## config.mk

```make
export PLATFORM = sky130hd
export DESIGN_NAME = dso_capture_top
export DESIGN_NICKNAME = d
export VERILOG_FILES = /design/src/source/dso_mem_pkg.sv /design/src/source/dso_sample_pkg.sv /design/src/source/burst_packer.sv /design/src/source/capture_fsm.sv /design/src/source/decimator.sv /design/src/source/dso_capture_top.sv /design/src/source/level_measure.sv
export VERILOG_INCLUDE_DIRS = /design/src /design/src/source
export SDC_FILE = /design/constraint.sdc
export NUM_CORES = 1
export LEC_CHECK = 0
export BUFFER_PORTS_ARGS = -buffer_cell sky130_fd_sc_hd__buf_2
export CAP_MARGIN = 20
export CORE_UTILIZATION = 63
export CTS_BUF_LIST = sky130_fd_sc_hd__clkbuf_16
export DETAILED_ROUTE_END_ITERATION = 7
export HOLD_SLACK_MARGIN = 0.1
export PLACE_DENSITY = 0.84
export SLEW_MARGIN = 20
export SYNTH_ARGS = -nofsm -noshare
export SYNTH_HDL_FRONTEND = slang
export SYNTH_HIERARCHICAL = 1
export SYNTH_SLANG_ARGS = --single-unit
```

## constraint.sdc

```tcl
create_clock -name ddr3_core_clk -period 5.3 [get_ports ddr3_core_clk]
set_input_delay 0.795 -clock ddr3_core_clk [delete_from_list [all_inputs] [get_ports ddr3_core_clk]]
set_output_delay 0.795 -clock ddr3_core_clk [all_outputs]
set_load 0.02 [all_outputs]
```

## src/source/dso_macros.svh

```systemverilog
// dso capture sizes
`ifndef DSO_MACROS_SVH
`define DSO_MACROS_SVH

// ********************
// sample path
// ********************

`define DSO_SAMPLE_W        8     // adc sample bits
`define DSO_DECI_W          10    // decimation rate bits

// one capture window
`define DSO_CAPTURE_SAMPLES 64

// ********************
// memory side
// ********************

`define DSO_BYTES_PER_WORD  4     // samples per memory word
`define DSO_WORD_W          (`DSO_SAMPLE_W * `DSO_BYTES_PER_WORD)

`define DSO_BURST_LEN       4     // words per write burst

// word address width, cut down so simulation wraps quickly
`define DSO_MEM_SPACE_AW    13

`endif

```

## src/source/dso_mem_pkg.sv

```systemverilog
// memory write types
`default_nettype none

`include "dso_macros.svh"

package dso_mem_pkg;

  // ********************
  // memory word
  // ********************

  // filled lane by lane, handed to the controller as one word
  typedef union packed {
    logic [`DSO_BYTES_PER_WORD-1:0][`DSO_SAMPLE_W-1:0] lane;  // lane 0 oldest
    logic [`DSO_WORD_W-1:0]                            flat;
  } mem_word_u;

  // ********************
  // write request
  // ********************

  typedef struct packed {
    logic [`DSO_MEM_SPACE_AW-1:0] addr;   // word address
    mem_word_u                    data;
    logic                         last;   // final word of a burst
  } wr_req_t;

endpackage

`default_nettype wire

```

## src/source/dso_sample_pkg.sv

```systemverilog
// sample path types
`default_nettype none

`include "dso_macros.svh"

package dso_sample_pkg;

  // one adc or decimated beat
  typedef struct packed {
    logic                     valid;
    logic [`DSO_SAMPLE_W-1:0] data;
  } sample_beat_t;

  // scope controls, only changed while run is low
  typedef struct packed {
    logic                     run;
    logic                     trig_edge;   // 1 = rising
    logic [`DSO_SAMPLE_W-1:0] trig_level;
    logic [`DSO_DECI_W-1:0]   deci_rate;   // keep 1 of rate+1 beats
  } scope_ctrl_t;

  typedef enum logic [2:0] {
    IDLE    = 3'd0,
    ARMED   = 3'd1,
    CAPTURE = 3'd2,
    FLUSH   = 3'd3,
    DONE    = 3'd4
  } capture_state_t;

  // window measurement
  typedef struct packed {
    logic [`DSO_SAMPLE_W-1:0] max;
    logic [`DSO_SAMPLE_W-1:0] min;
    logic [`DSO_SAMPLE_W-1:0] vpp;   // max - min
  } meas_t;

endpackage

`default_nettype wire

```

## src/source/burst_packer.sv

```systemverilog
// sample to memory word packer
`timescale 1ns/1ns
`default_nettype none

`include "dso_macros.svh"

module burst_packer (
  input  wire                          ddr3_core_clk,
  input  wire                          resetn,
  input  wire dso_sample_pkg::sample_beat_t i_smp,
  output logic                         o_smp_ready,
  output dso_mem_pkg::wr_req_t         o_wr,
  output logic                         o_wr_valid,
  input  wire                          i_wr_ready,
  output logic                         o_drained
);

  // lane and burst counters wrap by overflow, both sizes are powers of two
  localparam int LANE_W  = $clog2(`DSO_BYTES_PER_WORD);
  localparam int BURST_W = $clog2(`DSO_BURST_LEN);
  localparam logic [LANE_W-1:0]  LAST_LANE = LANE_W'(`DSO_BYTES_PER_WORD - 1);
  localparam logic [BURST_W-1:0] LAST_BEAT = BURST_W'(`DSO_BURST_LEN - 1);

  dso_mem_pkg::mem_word_u asm_word;      // word being assembled
  dso_mem_pkg::mem_word_u asm_next;
  logic [LANE_W-1:0]      lane_idx;
  logic                   asm_full;      // complete word waiting for the output
  logic                   out_valid;
  logic                   out_last;
  dso_mem_pkg::mem_word_u out_data;
  logic [`DSO_MEM_SPACE_AW-1:0] out_addr;
  logic [`DSO_MEM_SPACE_AW-1:0] wr_addr;
  logic [BURST_W-1:0]     burst_pos;
  logic                   in_xfer;
  logic                   word_done;
  logic                   out_free;
  logic                   out_load;

  assign o_smp_ready = !asm_full;        // low only with both registers full
  assign in_xfer     = i_smp.valid && !asm_full;
  assign word_done   = in_xfer && (lane_idx == LAST_LANE);
  assign out_free    = !out_valid || i_wr_ready;
  assign out_load    = out_free && (asm_full || word_done);

  always_comb begin
    asm_next = asm_word;
    asm_next.lane[lane_idx] = i_smp.data;
  end

  // ********************
  // control
  // ********************
  always_ff @(posedge ddr3_core_clk or negedge resetn) begin
    if (!resetn) begin
      lane_idx  <= '0;
      asm_full  <= 1'b0;
      out_valid <= 1'b0;
      wr_addr   <= '0;
      burst_pos <= '0;
    end else begin
      if (in_xfer) lane_idx <= lane_idx + 1'b1;
      if (word_done && !out_free) asm_full <= 1'b1;   // park it
      else if (out_free) asm_full <= 1'b0;
      if (out_load) out_valid <= 1'b1;
      else if (i_wr_ready) out_valid <= 1'b0;
      if (out_load) begin
        wr_addr   <= wr_addr + 1'b1;                  // wraps at address space
        burst_pos <= burst_pos + 1'b1;
      end
    end
  end

  always_ff @(posedge ddr3_core_clk) begin
    if (in_xfer) asm_word <= asm_next;
    if (out_load) begin
      out_data.flat <= asm_full ? asm_word.flat : asm_next.flat;
      out_addr      <= wr_addr;
      out_last      <= (burst_pos == LAST_BEAT);
    end
  end

  assign o_wr       = '{addr: out_addr, data: out_data, last: out_last};
  assign o_wr_valid = out_valid;
  assign o_drained  = !out_valid && !asm_full && (lane_idx == '0);

endmodule

`default_nettype wire

```

## src/source/capture_fsm.sv

```systemverilog
// trigger and capture window control
`timescale 1ns/1ns
`default_nettype none

`include "dso_macros.svh"

module capture_fsm (
  input  wire                            ddr3_core_clk,
  input  wire                            resetn,
  input  wire dso_sample_pkg::sample_beat_t i_deci,
  input  wire dso_sample_pkg::scope_ctrl_t  i_ctrl,
  output dso_sample_pkg::sample_beat_t   o_smp,
  input  wire                            i_smp_ready,
  input  wire                            i_drained,
  output logic                           o_done,
  output dso_sample_pkg::capture_state_t o_state
);

  localparam int CNT_W = $clog2(`DSO_CAPTURE_SAMPLES + 1);
  localparam logic [CNT_W-1:0] LAST_CNT = CNT_W'(`DSO_CAPTURE_SAMPLES);

  dso_sample_pkg::capture_state_t state;
  dso_sample_pkg::capture_state_t state_nxt;

  logic [`DSO_SAMPLE_W-1:0] prev_smp;    // previous kept sample while armed
  logic                     have_prev;
  logic                     pend_valid;
  logic [`DSO_SAMPLE_W-1:0] pend_data;
  logic [CNT_W-1:0]         load_cnt;    // samples taken into the window
  logic                     trig_hit;
  logic                     xfer;
  logic                     load;

  // ********************
  // trigger rule
  // ********************
  always_comb begin
    if (i_ctrl.trig_edge) begin
      trig_hit = have_prev && (prev_smp < i_ctrl.trig_level) &&
                 (i_deci.data >= i_ctrl.trig_level);
    end else begin
      trig_hit = have_prev && (prev_smp > i_ctrl.trig_level) &&
                 (i_deci.data <= i_ctrl.trig_level);
    end
  end

  assign xfer = pend_valid && i_smp_ready;

  // a sample arriving while one is still held gets dropped
  assign load = i_deci.valid &&
                (((state == dso_sample_pkg::ARMED) && trig_hit) ||
                 ((state == dso_sample_pkg::CAPTURE) && (load_cnt != LAST_CNT) &&
                  (!pend_valid || i_smp_ready)));

  always_comb begin
    state_nxt = state;
    case (state)
      dso_sample_pkg::IDLE: begin
        if (i_ctrl.run) state_nxt = dso_sample_pkg::ARMED;
      end
      dso_sample_pkg::ARMED: begin
        if (!i_ctrl.run) state_nxt = dso_sample_pkg::IDLE;
        else if (load) state_nxt = dso_sample_pkg::CAPTURE;   // trigger sample taken
      end
      dso_sample_pkg::CAPTURE: begin
        if (xfer && (load_cnt == LAST_CNT)) state_nxt = dso_sample_pkg::FLUSH;
      end
      dso_sample_pkg::FLUSH: begin
        if (i_drained) state_nxt = dso_sample_pkg::DONE;
      end
      dso_sample_pkg::DONE: begin
        state_nxt = i_ctrl.run ? dso_sample_pkg::ARMED : dso_sample_pkg::IDLE;
      end
      default: state_nxt = dso_sample_pkg::IDLE;
    endcase
  end

  always_ff @(posedge ddr3_core_clk or negedge resetn) begin
    if (!resetn) begin
      state      <= dso_sample_pkg::IDLE;
      have_prev  <= 1'b0;
      pend_valid <= 1'b0;
      load_cnt   <= '0;
    end else begin
      state <= state_nxt;
      if (load) pend_valid <= 1'b1;
      else if (xfer) pend_valid <= 1'b0;
      // first kept sample after arming has no predecessor
      if (state != dso_sample_pkg::ARMED) have_prev <= 1'b0;
      else if (i_deci.valid) have_prev <= 1'b1;
      if (load) begin
        load_cnt <= (state == dso_sample_pkg::ARMED) ? CNT_W'(1) : load_cnt + 1'b1;
      end
    end
  end

  always_ff @(posedge ddr3_core_clk) begin
    if ((state == dso_sample_pkg::ARMED) && i_deci.valid) prev_smp <= i_deci.data;
    if (load) pend_data <= i_deci.data;
  end

  assign o_smp   = '{valid: pend_valid, data: pend_data};
  assign o_done  = (state == dso_sample_pkg::DONE);   // single cycle
  assign o_state = state;

endmodule

`default_nettype wire

```

## src/source/decimator.sv

```systemverilog
// adc beat decimator
`timescale 1ns/1ns
`default_nettype none

`include "dso_macros.svh"

module decimator (
  input  wire                          ddr3_core_clk,
  input  wire                          resetn,
  input  wire dso_sample_pkg::sample_beat_t i_adc,
  input  wire                          i_run,
  input  wire [`DSO_DECI_W-1:0]        i_deci_rate,
  output dso_sample_pkg::sample_beat_t o_deci
);

  logic                     run_q;
  logic [`DSO_DECI_W-1:0]   beat_cnt;
  logic [`DSO_DECI_W-1:0]   cnt_now;
  logic                     keep;
  logic                     deci_valid;
  logic [`DSO_SAMPLE_W-1:0] deci_data;

  // counting restarts on run rising, so the first beat after it is kept
  assign cnt_now = (i_run && !run_q) ? '0 : beat_cnt;
  assign keep    = i_run && i_adc.valid && (cnt_now == '0);

  always_ff @(posedge ddr3_core_clk or negedge resetn) begin
    if (!resetn) begin
      run_q      <= 1'b0;
      beat_cnt   <= '0;
      deci_valid <= 1'b0;
    end else begin
      run_q      <= i_run;
      deci_valid <= keep;
      if (i_run && i_adc.valid) begin
        if (cnt_now == i_deci_rate) beat_cnt <= '0;   // rate+1 beats seen
        else beat_cnt <= cnt_now + 1'b1;
      end else begin
        beat_cnt <= cnt_now;
      end
    end
  end

  always_ff @(posedge ddr3_core_clk) begin
    if (keep) deci_data <= i_adc.data;
  end

  assign o_deci = '{valid: deci_valid, data: deci_data};

endmodule

`default_nettype wire

```

## src/source/dso_capture_top.sv

```systemverilog
// dso capture path top
`timescale 1ns/1ns
`default_nettype none

module dso_capture_top (
  input  wire                          ddr3_core_clk,
  input  wire                          resetn,
  input  wire dso_sample_pkg::sample_beat_t i_adc,
  input  wire dso_sample_pkg::scope_ctrl_t  i_ctrl,
  output wire dso_mem_pkg::wr_req_t    o_wr,
  output wire                          o_wr_valid,
  input  wire                          i_wr_ready,
  output wire                          o_done,
  output wire dso_sample_pkg::meas_t   o_meas
);

  wire dso_sample_pkg::sample_beat_t deci_beat;   // kept adc beats
  wire dso_sample_pkg::sample_beat_t fsm_smp;     // fsm to packer stream
  wire dso_sample_pkg::sample_beat_t meas_smp;    // same stream, transfers only
  wire                               pk_ready;
  wire                               pk_drained;

  assign meas_smp = '{valid: fsm_smp.valid & pk_ready, data: fsm_smp.data};

  decimator decimator_inst (
    .ddr3_core_clk (ddr3_core_clk),
    .resetn        (resetn),
    .i_adc         (i_adc),
    .i_run         (i_ctrl.run),
    .i_deci_rate   (i_ctrl.deci_rate),
    .o_deci        (deci_beat)
  );

  capture_fsm capture_fsm_inst (
    .ddr3_core_clk (ddr3_core_clk),
    .resetn        (resetn),
    .i_deci        (deci_beat),
    .i_ctrl        (i_ctrl),
    .o_smp         (fsm_smp),
    .i_smp_ready   (pk_ready),
    .i_drained     (pk_drained),
    .o_done        (o_done),
    .o_state       ()
  );

  burst_packer burst_packer_inst (
    .ddr3_core_clk (ddr3_core_clk),
    .resetn        (resetn),
    .i_smp         (fsm_smp),
    .o_smp_ready   (pk_ready),
    .o_wr          (o_wr),
    .o_wr_valid    (o_wr_valid),
    .i_wr_ready    (i_wr_ready),
    .o_drained     (pk_drained)
  );

  level_measure level_measure_inst (
    .ddr3_core_clk (ddr3_core_clk),
    .resetn        (resetn),
    .i_smp         (meas_smp),
    .i_done        (o_done),
    .o_meas        (o_meas)
  );

endmodule

`default_nettype wire

```

## src/source/level_measure.sv

```systemverilog
// window max min and peak to peak
`timescale 1ns/1ns
`default_nettype none

`include "dso_macros.svh"

module level_measure (
  input  wire                          ddr3_core_clk,
  input  wire                          resetn,
  input  wire dso_sample_pkg::sample_beat_t i_smp,   // transfers only
  input  wire                          i_done,
  output dso_sample_pkg::meas_t        o_meas
);

  logic                     first;       // next sample opens a window
  logic [`DSO_SAMPLE_W-1:0] run_max;
  logic [`DSO_SAMPLE_W-1:0] run_min;
  dso_sample_pkg::meas_t    meas_live;
  dso_sample_pkg::meas_t    meas_q;

  assign meas_live = '{max: run_max, min: run_min, vpp: run_max - run_min};

  always_ff @(posedge ddr3_core_clk or negedge resetn) begin
    if (!resetn) begin
      first  <= 1'b1;
      meas_q <= '0;
    end else begin
      if (i_done) begin
        first  <= 1'b1;                  // rearm for the next window
        meas_q <= meas_live;
      end else if (i_smp.valid) begin
        first <= 1'b0;
      end
    end
  end

  always_ff @(posedge ddr3_core_clk) begin
    if (i_smp.valid) begin
      if (first || (i_smp.data > run_max)) run_max <= i_smp.data;
      if (first || (i_smp.data < run_min)) run_min <= i_smp.data;
    end
  end

  // result shows in the done cycle itself, then holds
  assign o_meas = i_done ? meas_live : meas_q;

endmodule

`default_nettype wire

```

; Yosys cells after proc, flatten, opt, wreduce, memory -nomap -nowiden
; Index checks and enable logic that the tools add are counted.
[totals]
inputBits = 32
output_inout_bits = 72
wordCells = 123
regBits = 186
[classes]
mux = 27
n_eq_ne = 14
magnitude_cmp = 8
add_sub_neg = 6
n_reduce_logical = 42
n_bitwise = 1
[ops]
columns = cell, count
row1 = $bwmux 32, 1
row2 = $mux 32, 1
row3 = $mux 10, 3
row4 = $mux 24, 1
row5 = $logic_and 1x1->1, 20
row6 = $demux 8 s2, 1
row7 = $gt 8x8->1, 2
row8 = $lt 8x8->1, 2
row9 = $mux 3, 5
row10 = $pmux 3 s5, 1
row11 = $add 13x1->13 const B, 1
row12 = $mux 1, 12
row13 = $add 10x1->10 const B, 1
row14 = $eq 10x10->1, 1
row15 = $logic_not 10->1, 1
row16 = $reduce_bool 2->1, 5
row17 = $ge 8x8->1, 1
row18 = $le 8x8->1, 1
row19 = $mux 8, 1
row20 = $sub 8x8->8, 1
row21 = $add 7x1->7 const B, 1
row22 = $eq 7x7->1 const B, 1
row23 = $mux 7, 1
row24 = $ne 7x7->1 const B, 1
row25 = 18 further kinds, 32

; Longest topological paths before layout
[depth]
ltp_word = 10
depth_mapped = 10
ltp_nobuf = 9

; Hierarchy
; Netlist, hierarchy kept.
[by_module_without_submodules]
columns = mod, instances, area_per_inst_um2, cells_per_inst, seq_area_each_um2
row1 = burst_packer, 1, 4031.4, 228, 2817.7
row2 = level_measure, 1, 2139.6, 179, 1107.3
row3 = capture_fsm, 1, 1555.2, 134, 780.7
row4 = decimator, 1, 1084.8, 105, 540.5
row5 = dso_capture_top, 1, 6.3, 1, 0.0

; Least setup slack after synthesis
; OpenSTA, ideal clock, no wires.
[synth_path]
path_kind = register to output
startpoint = register capture_fsm_inst.state[2], in the netlist capture_fsm_inst/o_state[2]
endpoint = output port o_meas[3] (netlist bit)
slack_ps = 2327
required_ps = 4505
n_path_buf = 2
stages_incl_launch_ff = 7
t_arrival_ps = 2178
cell_sequence = dfrtp_1 -> inv_1 -> nor3_1 -> buf_2 -> inv_1 -> buf_2 -> o31ai_1
[synth_lines]
columns = element, line_no
row1 = start: declaration, capture_fsm.sv:22  ; dso_sample_pkg::capture_state_t state;
row2 = start signal: assignment, capture_fsm.sv:80  ; state <= dso_sample_pkg::IDLE;
row3 = start signal: assignment, capture_fsm.sv:85  ; state <= state_nxt;
row4 = end: declaration, dso_capture_top.sv:14  ; output wire dso_sample_pkg::meas_t o_meas

==> results_tabular.tex <==
\begin{tabular}{lr}
\hline
Metric & Value \\
\hline
\multicolumn{2}{l}{\textbf{Synthesis}} \\
\quad Sequential cell area fraction in the yosys report & 59.5\% \\
\quad Biggest area consumer among synthesized cells & sky130\_fd\_sc\_hd\_\_edfxtp\_1 \\
\quad Mapped Area & 8820 um2 \\
\quad Count of yosys warnings during synthesis & 6 \\
\quad Number of enable flip-flop cells after synthesis & 118 \\
\quad Synthesized area per cell & $\sim$14 um2 \\
\quad Area share of the largest cell type after synthesis & about two fifths \\
\quad Net Count, Synth & 727 \\
\quad Share of synthesized registers carrying an async set or reset & a little over a third \\
\quad Distinct cell type count after synthesis & 76 \\
\quad Most common flop cell mapped by yosys & sky130\_fd\_sc\_hd\_\_edfxtp\_1 \\
\quad Cell types occupying the most area after synthesis & sky130\_fd\_sc\_hd\_\_edfxtp\_1 40\%, sky130\_fd\_sc\_hd\_\_dfrtp\_1 19\%, sky130\_fd\_sc\_hd\_\_mux2\_2 10\%, sky130\_fd\_sc\_hd\_\_ha\_1 6.7\%, sky130\_fd\_sc\_hd\_\_xor2\_1 1.9\% \\
\quad Number of synthesized register bits & 186 \\
\quad Post-Synthesis Cells & $\sim$650 \\
\multicolumn{2}{l}{\textbf{STA}} \\
\quad Fin Setup TNS & 0 ps \\
\quad Hold Vio Cnt, Final & 0 \\
\quad Worst slew margin relative to its limit & a little over two fifths \\
\quad Crit path setup slack, layout & 1880 ps \\
\quad Setup skew after layout & 10.8 ps \\
\quad Max Slew Vio Count & 0 \\
\quad Worst slew pin tran & 849 ps \\
\quad Unrepaired setup endpoints after global routing & false \\
\quad Minimum clock period after layout & approximately 3400 ps \\
\quad Fraction of the cycle the final worst path needs & approximately 65\% \\
\quad Smallest hold slack & $\sim$200 ps \\
\quad Final number of setup-violating endpoints & 0 \\
\quad Fmax & 292 MHz \\
\multicolumn{2}{l}{\textbf{Power}} \\
\quad Worst IR drop on VDD & around 280 uV \\
\quad Leakage power & roughly 0.0043 uW \\
\quad Pwr dens & 328 nW/um2 \\
\quad Power dissipated by switching net loads & 770 uW \\
\quad Switching share of total power & a little under a quarter \\
\quad Pint & 2540 uW \\
\quad Clock power frac & 40.5\% \\
\quad Combinational cell fraction of total power & 9.9\% \\
\quad Proportion of power drawn by flip-flops and latches & around half \\
\multicolumn{2}{l}{\textbf{Clocking}} \\
\quad Cts repair resizes & 0 \\
\quad Number of H-tree levels & 4 \\
\quad Post-CTS Hold Buffers & 0 \\
\quad Root Buffer & sky130\_fd\_sc\_hd\_\_clkbuf\_16 \\
\quad Source-to-sink clock delay at the later pin of the worst-skew pair & 440 ps \\
\quad Clock tree from TritonCTS & built \\
\quad Bufs on Longest Clock Path & 2 \\
\quad Number of buffers created by CTS & 17 \\
\quad Clock-pin transition on the worst setup and hold timing paths & around 70 ps \\
\quad TritonCTS sink count & 186 \\
\quad Post-CTS setup buffer count & 0 \\
\multicolumn{2}{l}{\textbf{Die}} \\
\quad Cell Rows & 42 \\
\quad Die extent in y & 120 um \\
\quad Die outline width & between 100 and 150 um \\
\quad Num ports & 104 \\
\quad Floorplan die area & about 14000 um2 \\
\quad Area of the core region & roughly 13000 um2 \\
\quad Initial standard-cell utilization of the core & 65.5\% \\
\multicolumn{2}{l}{\textbf{Global route}} \\
\quad Antenna violations before repair & 0 \\
\quad Total GRT Usage & between 20 and 30\% \\
\quad Global-route wire length before repair & 29700 um \\
\quad Gr ovfl total & 0 \\
\quad Pin count of the biggest net entering global routing & 61 \\
\quad Number of global-route vias before repair & just under 6000 \\
\multicolumn{2}{l}{\textbf{Worst setup path}} \\
\quad Arr. time, crit path & approximately 2600 ps \\
\quad Delay of the slowest cell on the worst path & 440 ps \\
\quad CP most frequent cell & sky130\_fd\_sc\_hd\_\_inv\_1 \\
\quad Element type at the critical path end & output port \\
\quad Type of the worst setup path & flip-flop to output port \\
\quad Max FO, Critical Path & 29 \\
\quad Critical path startpoint category & flip-flop \\
\quad Slack of the worst reg-to-reg path & 2700 ps \\
\quad Cell Chain, Critical Path & inv\_1, nor3\_2, buf\_4, inv\_1, nor4b\_1, a221oi\_1, o311ai\_1, buf\_2 \\
\quad Worst EP required & 4510 ps \\
\quad Worst path slowest cell & sky130\_fd\_sc\_hd\_\_dfrtp\_1 \\
\multicolumn{2}{l}{\textbf{Detailed routing}} \\
\quad Pre-antenna DRT Iters & 5 \\
\quad Vias after detailed routing & between 5000 and 6000 \\
\quad Detailed-route vias per instance & $\sim$6 \\
\quad Total wire length after detailed routing & 18300 um \\
\quad Average routed wire per standard cell & approximately 19 um \\
\quad Iteration-0 DRC count of the detailed router & 495 \\
\quad DRC violation count after routing & 0 \\
\quad Count of antenna-violating nets left after detailed routing & 0 \\
\multicolumn{2}{l}{\textbf{Placement}} \\
\quad Pre-CTS WS & 2340 ps \\
\quad Buffers added on ports & 103 \\
\quad Half-perimeter wire length after placement & 12100 um \\
\quad Final Wtd Congestion & $\sim$0.84 \\
\quad DP Cell Count & 912 \\
\multicolumn{2}{l}{\textbf{Run status}} \\
\quad Outcome & completed \\
\multicolumn{2}{l}{\textbf{Layout}} \\
\quad Finished Layout Cells & 944 \\
\quad Proportion of layout cells with a drive suffix above 1 & 31.1\% \\
\quad Synthesis-to-layout area growth & 14.5\% \\
\quad Fill cell instance count of the final layout & 867 \\
\quad Leading cell type in the layout, fill and taps excluded & sky130\_fd\_sc\_hd\_\_edfxtp\_1 \\
\quad Antenna fix cells & 0 \\
\quad Nets & roughly 840 \\
\quad Most used cells in the layout excluding fill and tap cells & 118 x sky130\_fd\_sc\_hd\_\_edfxtp\_1, 103 x sky130\_fd\_sc\_hd\_\_buf\_2, 82 x sky130\_fd\_sc\_hd\_\_mux2\_2 \\
\multicolumn{2}{l}{\textbf{Hold path}} \\
\quad Hold WC Path Type & input pin to async pin \\
\multicolumn{2}{l}{\textbf{Job}} \\
\quad MaxCap Viol Count & 0 \\
\hline
\end{tabular}
[state kept, by name (all words and copies together) (netlist names), 8 cells and up]
name	count
burst_packer_inst/out_data	32
burst_packer_inst/wr_addr	13
capture_fsm_inst/prev_smp	8
burst_packer_inst/asm_word	32
decimator_inst/deci_data	8
capture_fsm_inst/pend_data	8
decimator_inst/beat_cnt	10
burst_packer_inst/out_addr	13
level_measure_inst/meas_q	24
level_measure_inst/run_max	8
level_measure_inst/run_min	8
[cells by family after synthesis]
family	synth area share, %
flip-flops	59.5
AND/OR/NAND/NOR	10.5
multiplexers	10.9
AO/OA/AOI/OAI	6.33
buffers and inverters	2.77
adder cells (fa/ha/maj)	6.90
XOR/XNOR	3.08
[cells in the mapped netlist (7+ instances only)]
cell,instances
sky130_fd_sc_hd__edfxtp_1,118
sky130_fd_sc_hd__nand3_1,13
sky130_fd_sc_hd__nand4_1,17
sky130_fd_sc_hd__dfrtp_1,67
sky130_fd_sc_hd__buf_2,9
sky130_fd_sc_hd__inv_1,35
sky130_fd_sc_hd__xor2_1,19
sky130_fd_sc_hd__nor2_1,39
sky130_fd_sc_hd__o21ai_0,12
sky130_fd_sc_hd__nor3_1,9
sky130_fd_sc_hd__xnor2_1,12
sky130_fd_sc_hd__a21oi_1,16
sky130_fd_sc_hd__nand2_1,32
sky130_fd_sc_hd__ha_1,47
sky130_fd_sc_hd__mux2_2,82
sky130_fd_sc_hd__nor2b_1,8
sky130_fd_sc_hd__o21a_1,7
[path summary, 6_finish.rpt]
| kind | end | start | cells after the start |
|---|---|---|---|
| min reg2reg | burst_packer_inst/wr_addr[12] | burst_packer_inst/wr_addr[12] | 1 |
| max | o_meas[7] | capture_fsm_inst/o_state[2] | 8 |
| min | level_measure_inst/meas_q[0] | resetn | 1 |
| min in group ddr3_core_clk | burst_packer_inst/wr_addr[12] | burst_packer_inst/wr_addr[12] | 1 |
| max reg2reg | capture_fsm_inst/pend_data[7] | burst_packer_inst/asm_full | 4 |
| max in group asynchronous | capture_fsm_inst/have_prev | resetn | 2 |
[power by group through the flow]
stage | clock, uW | sequential [uW] | combinational (uW)
2_1_floorplan | 0 | 1660 | 237
3_3_place_gp | 0 | 1670 | 297
3_5_place_dp | 0 | 1670 | 319
4_1_cts | 1350 | 1640 | 329
5_1_grt | 1410 | 1650 | 359
6_report | 1340 | 1640 | 329
[area by class of cell]
| type | count | area, um2 | area share [%] |
|---|---|---|---|
| clock buffer | 17 | 425 | 4.21 |
| clock inverter | 15 | 196 | 1.95 |
| inverter | 36 | 135 | 1.34 |
| multi-input combinational | 408 | 3330 | 33.0 |
| sequential | 186 | 5250 | 52.0 |
| tap | 176 | 220 | 2.18 |
| timing repair buffer | 106 | 538 | 5.33 |
[worst max-delay path: cells and delay by family, from the launching register on]
kind	cells	cell delay [ps]
buffers and inverters	4	970
AO/OA/AOI/OAI	2	220
AND/OR/NAND/NOR	2	540
flip-flops	1	440
[through the flow]
step / power, uW / utilization, % / cell area, um2
after floorplan: 1890 / - / 8820
after global placement: 1960 / 70.4 / 9470
after detailed placement: 1990 / 70.4 / 9470
after CTS: 3320 / 75.0 / 10100
after global routing: 3410 / 75.0 / 10100
final: 3310 / 75.0 / 10100
[layer usage]
metal  up-vias  global-route usage [%]  wire length, um
li1       2625                       -                -
met1      2823                    33.4             7390
met5         -                       0                0
met2       219                    47.5             9470
met3        38                    4.62             1010
met4         0                    11.7              454
(Power assumes the default switching activity.)
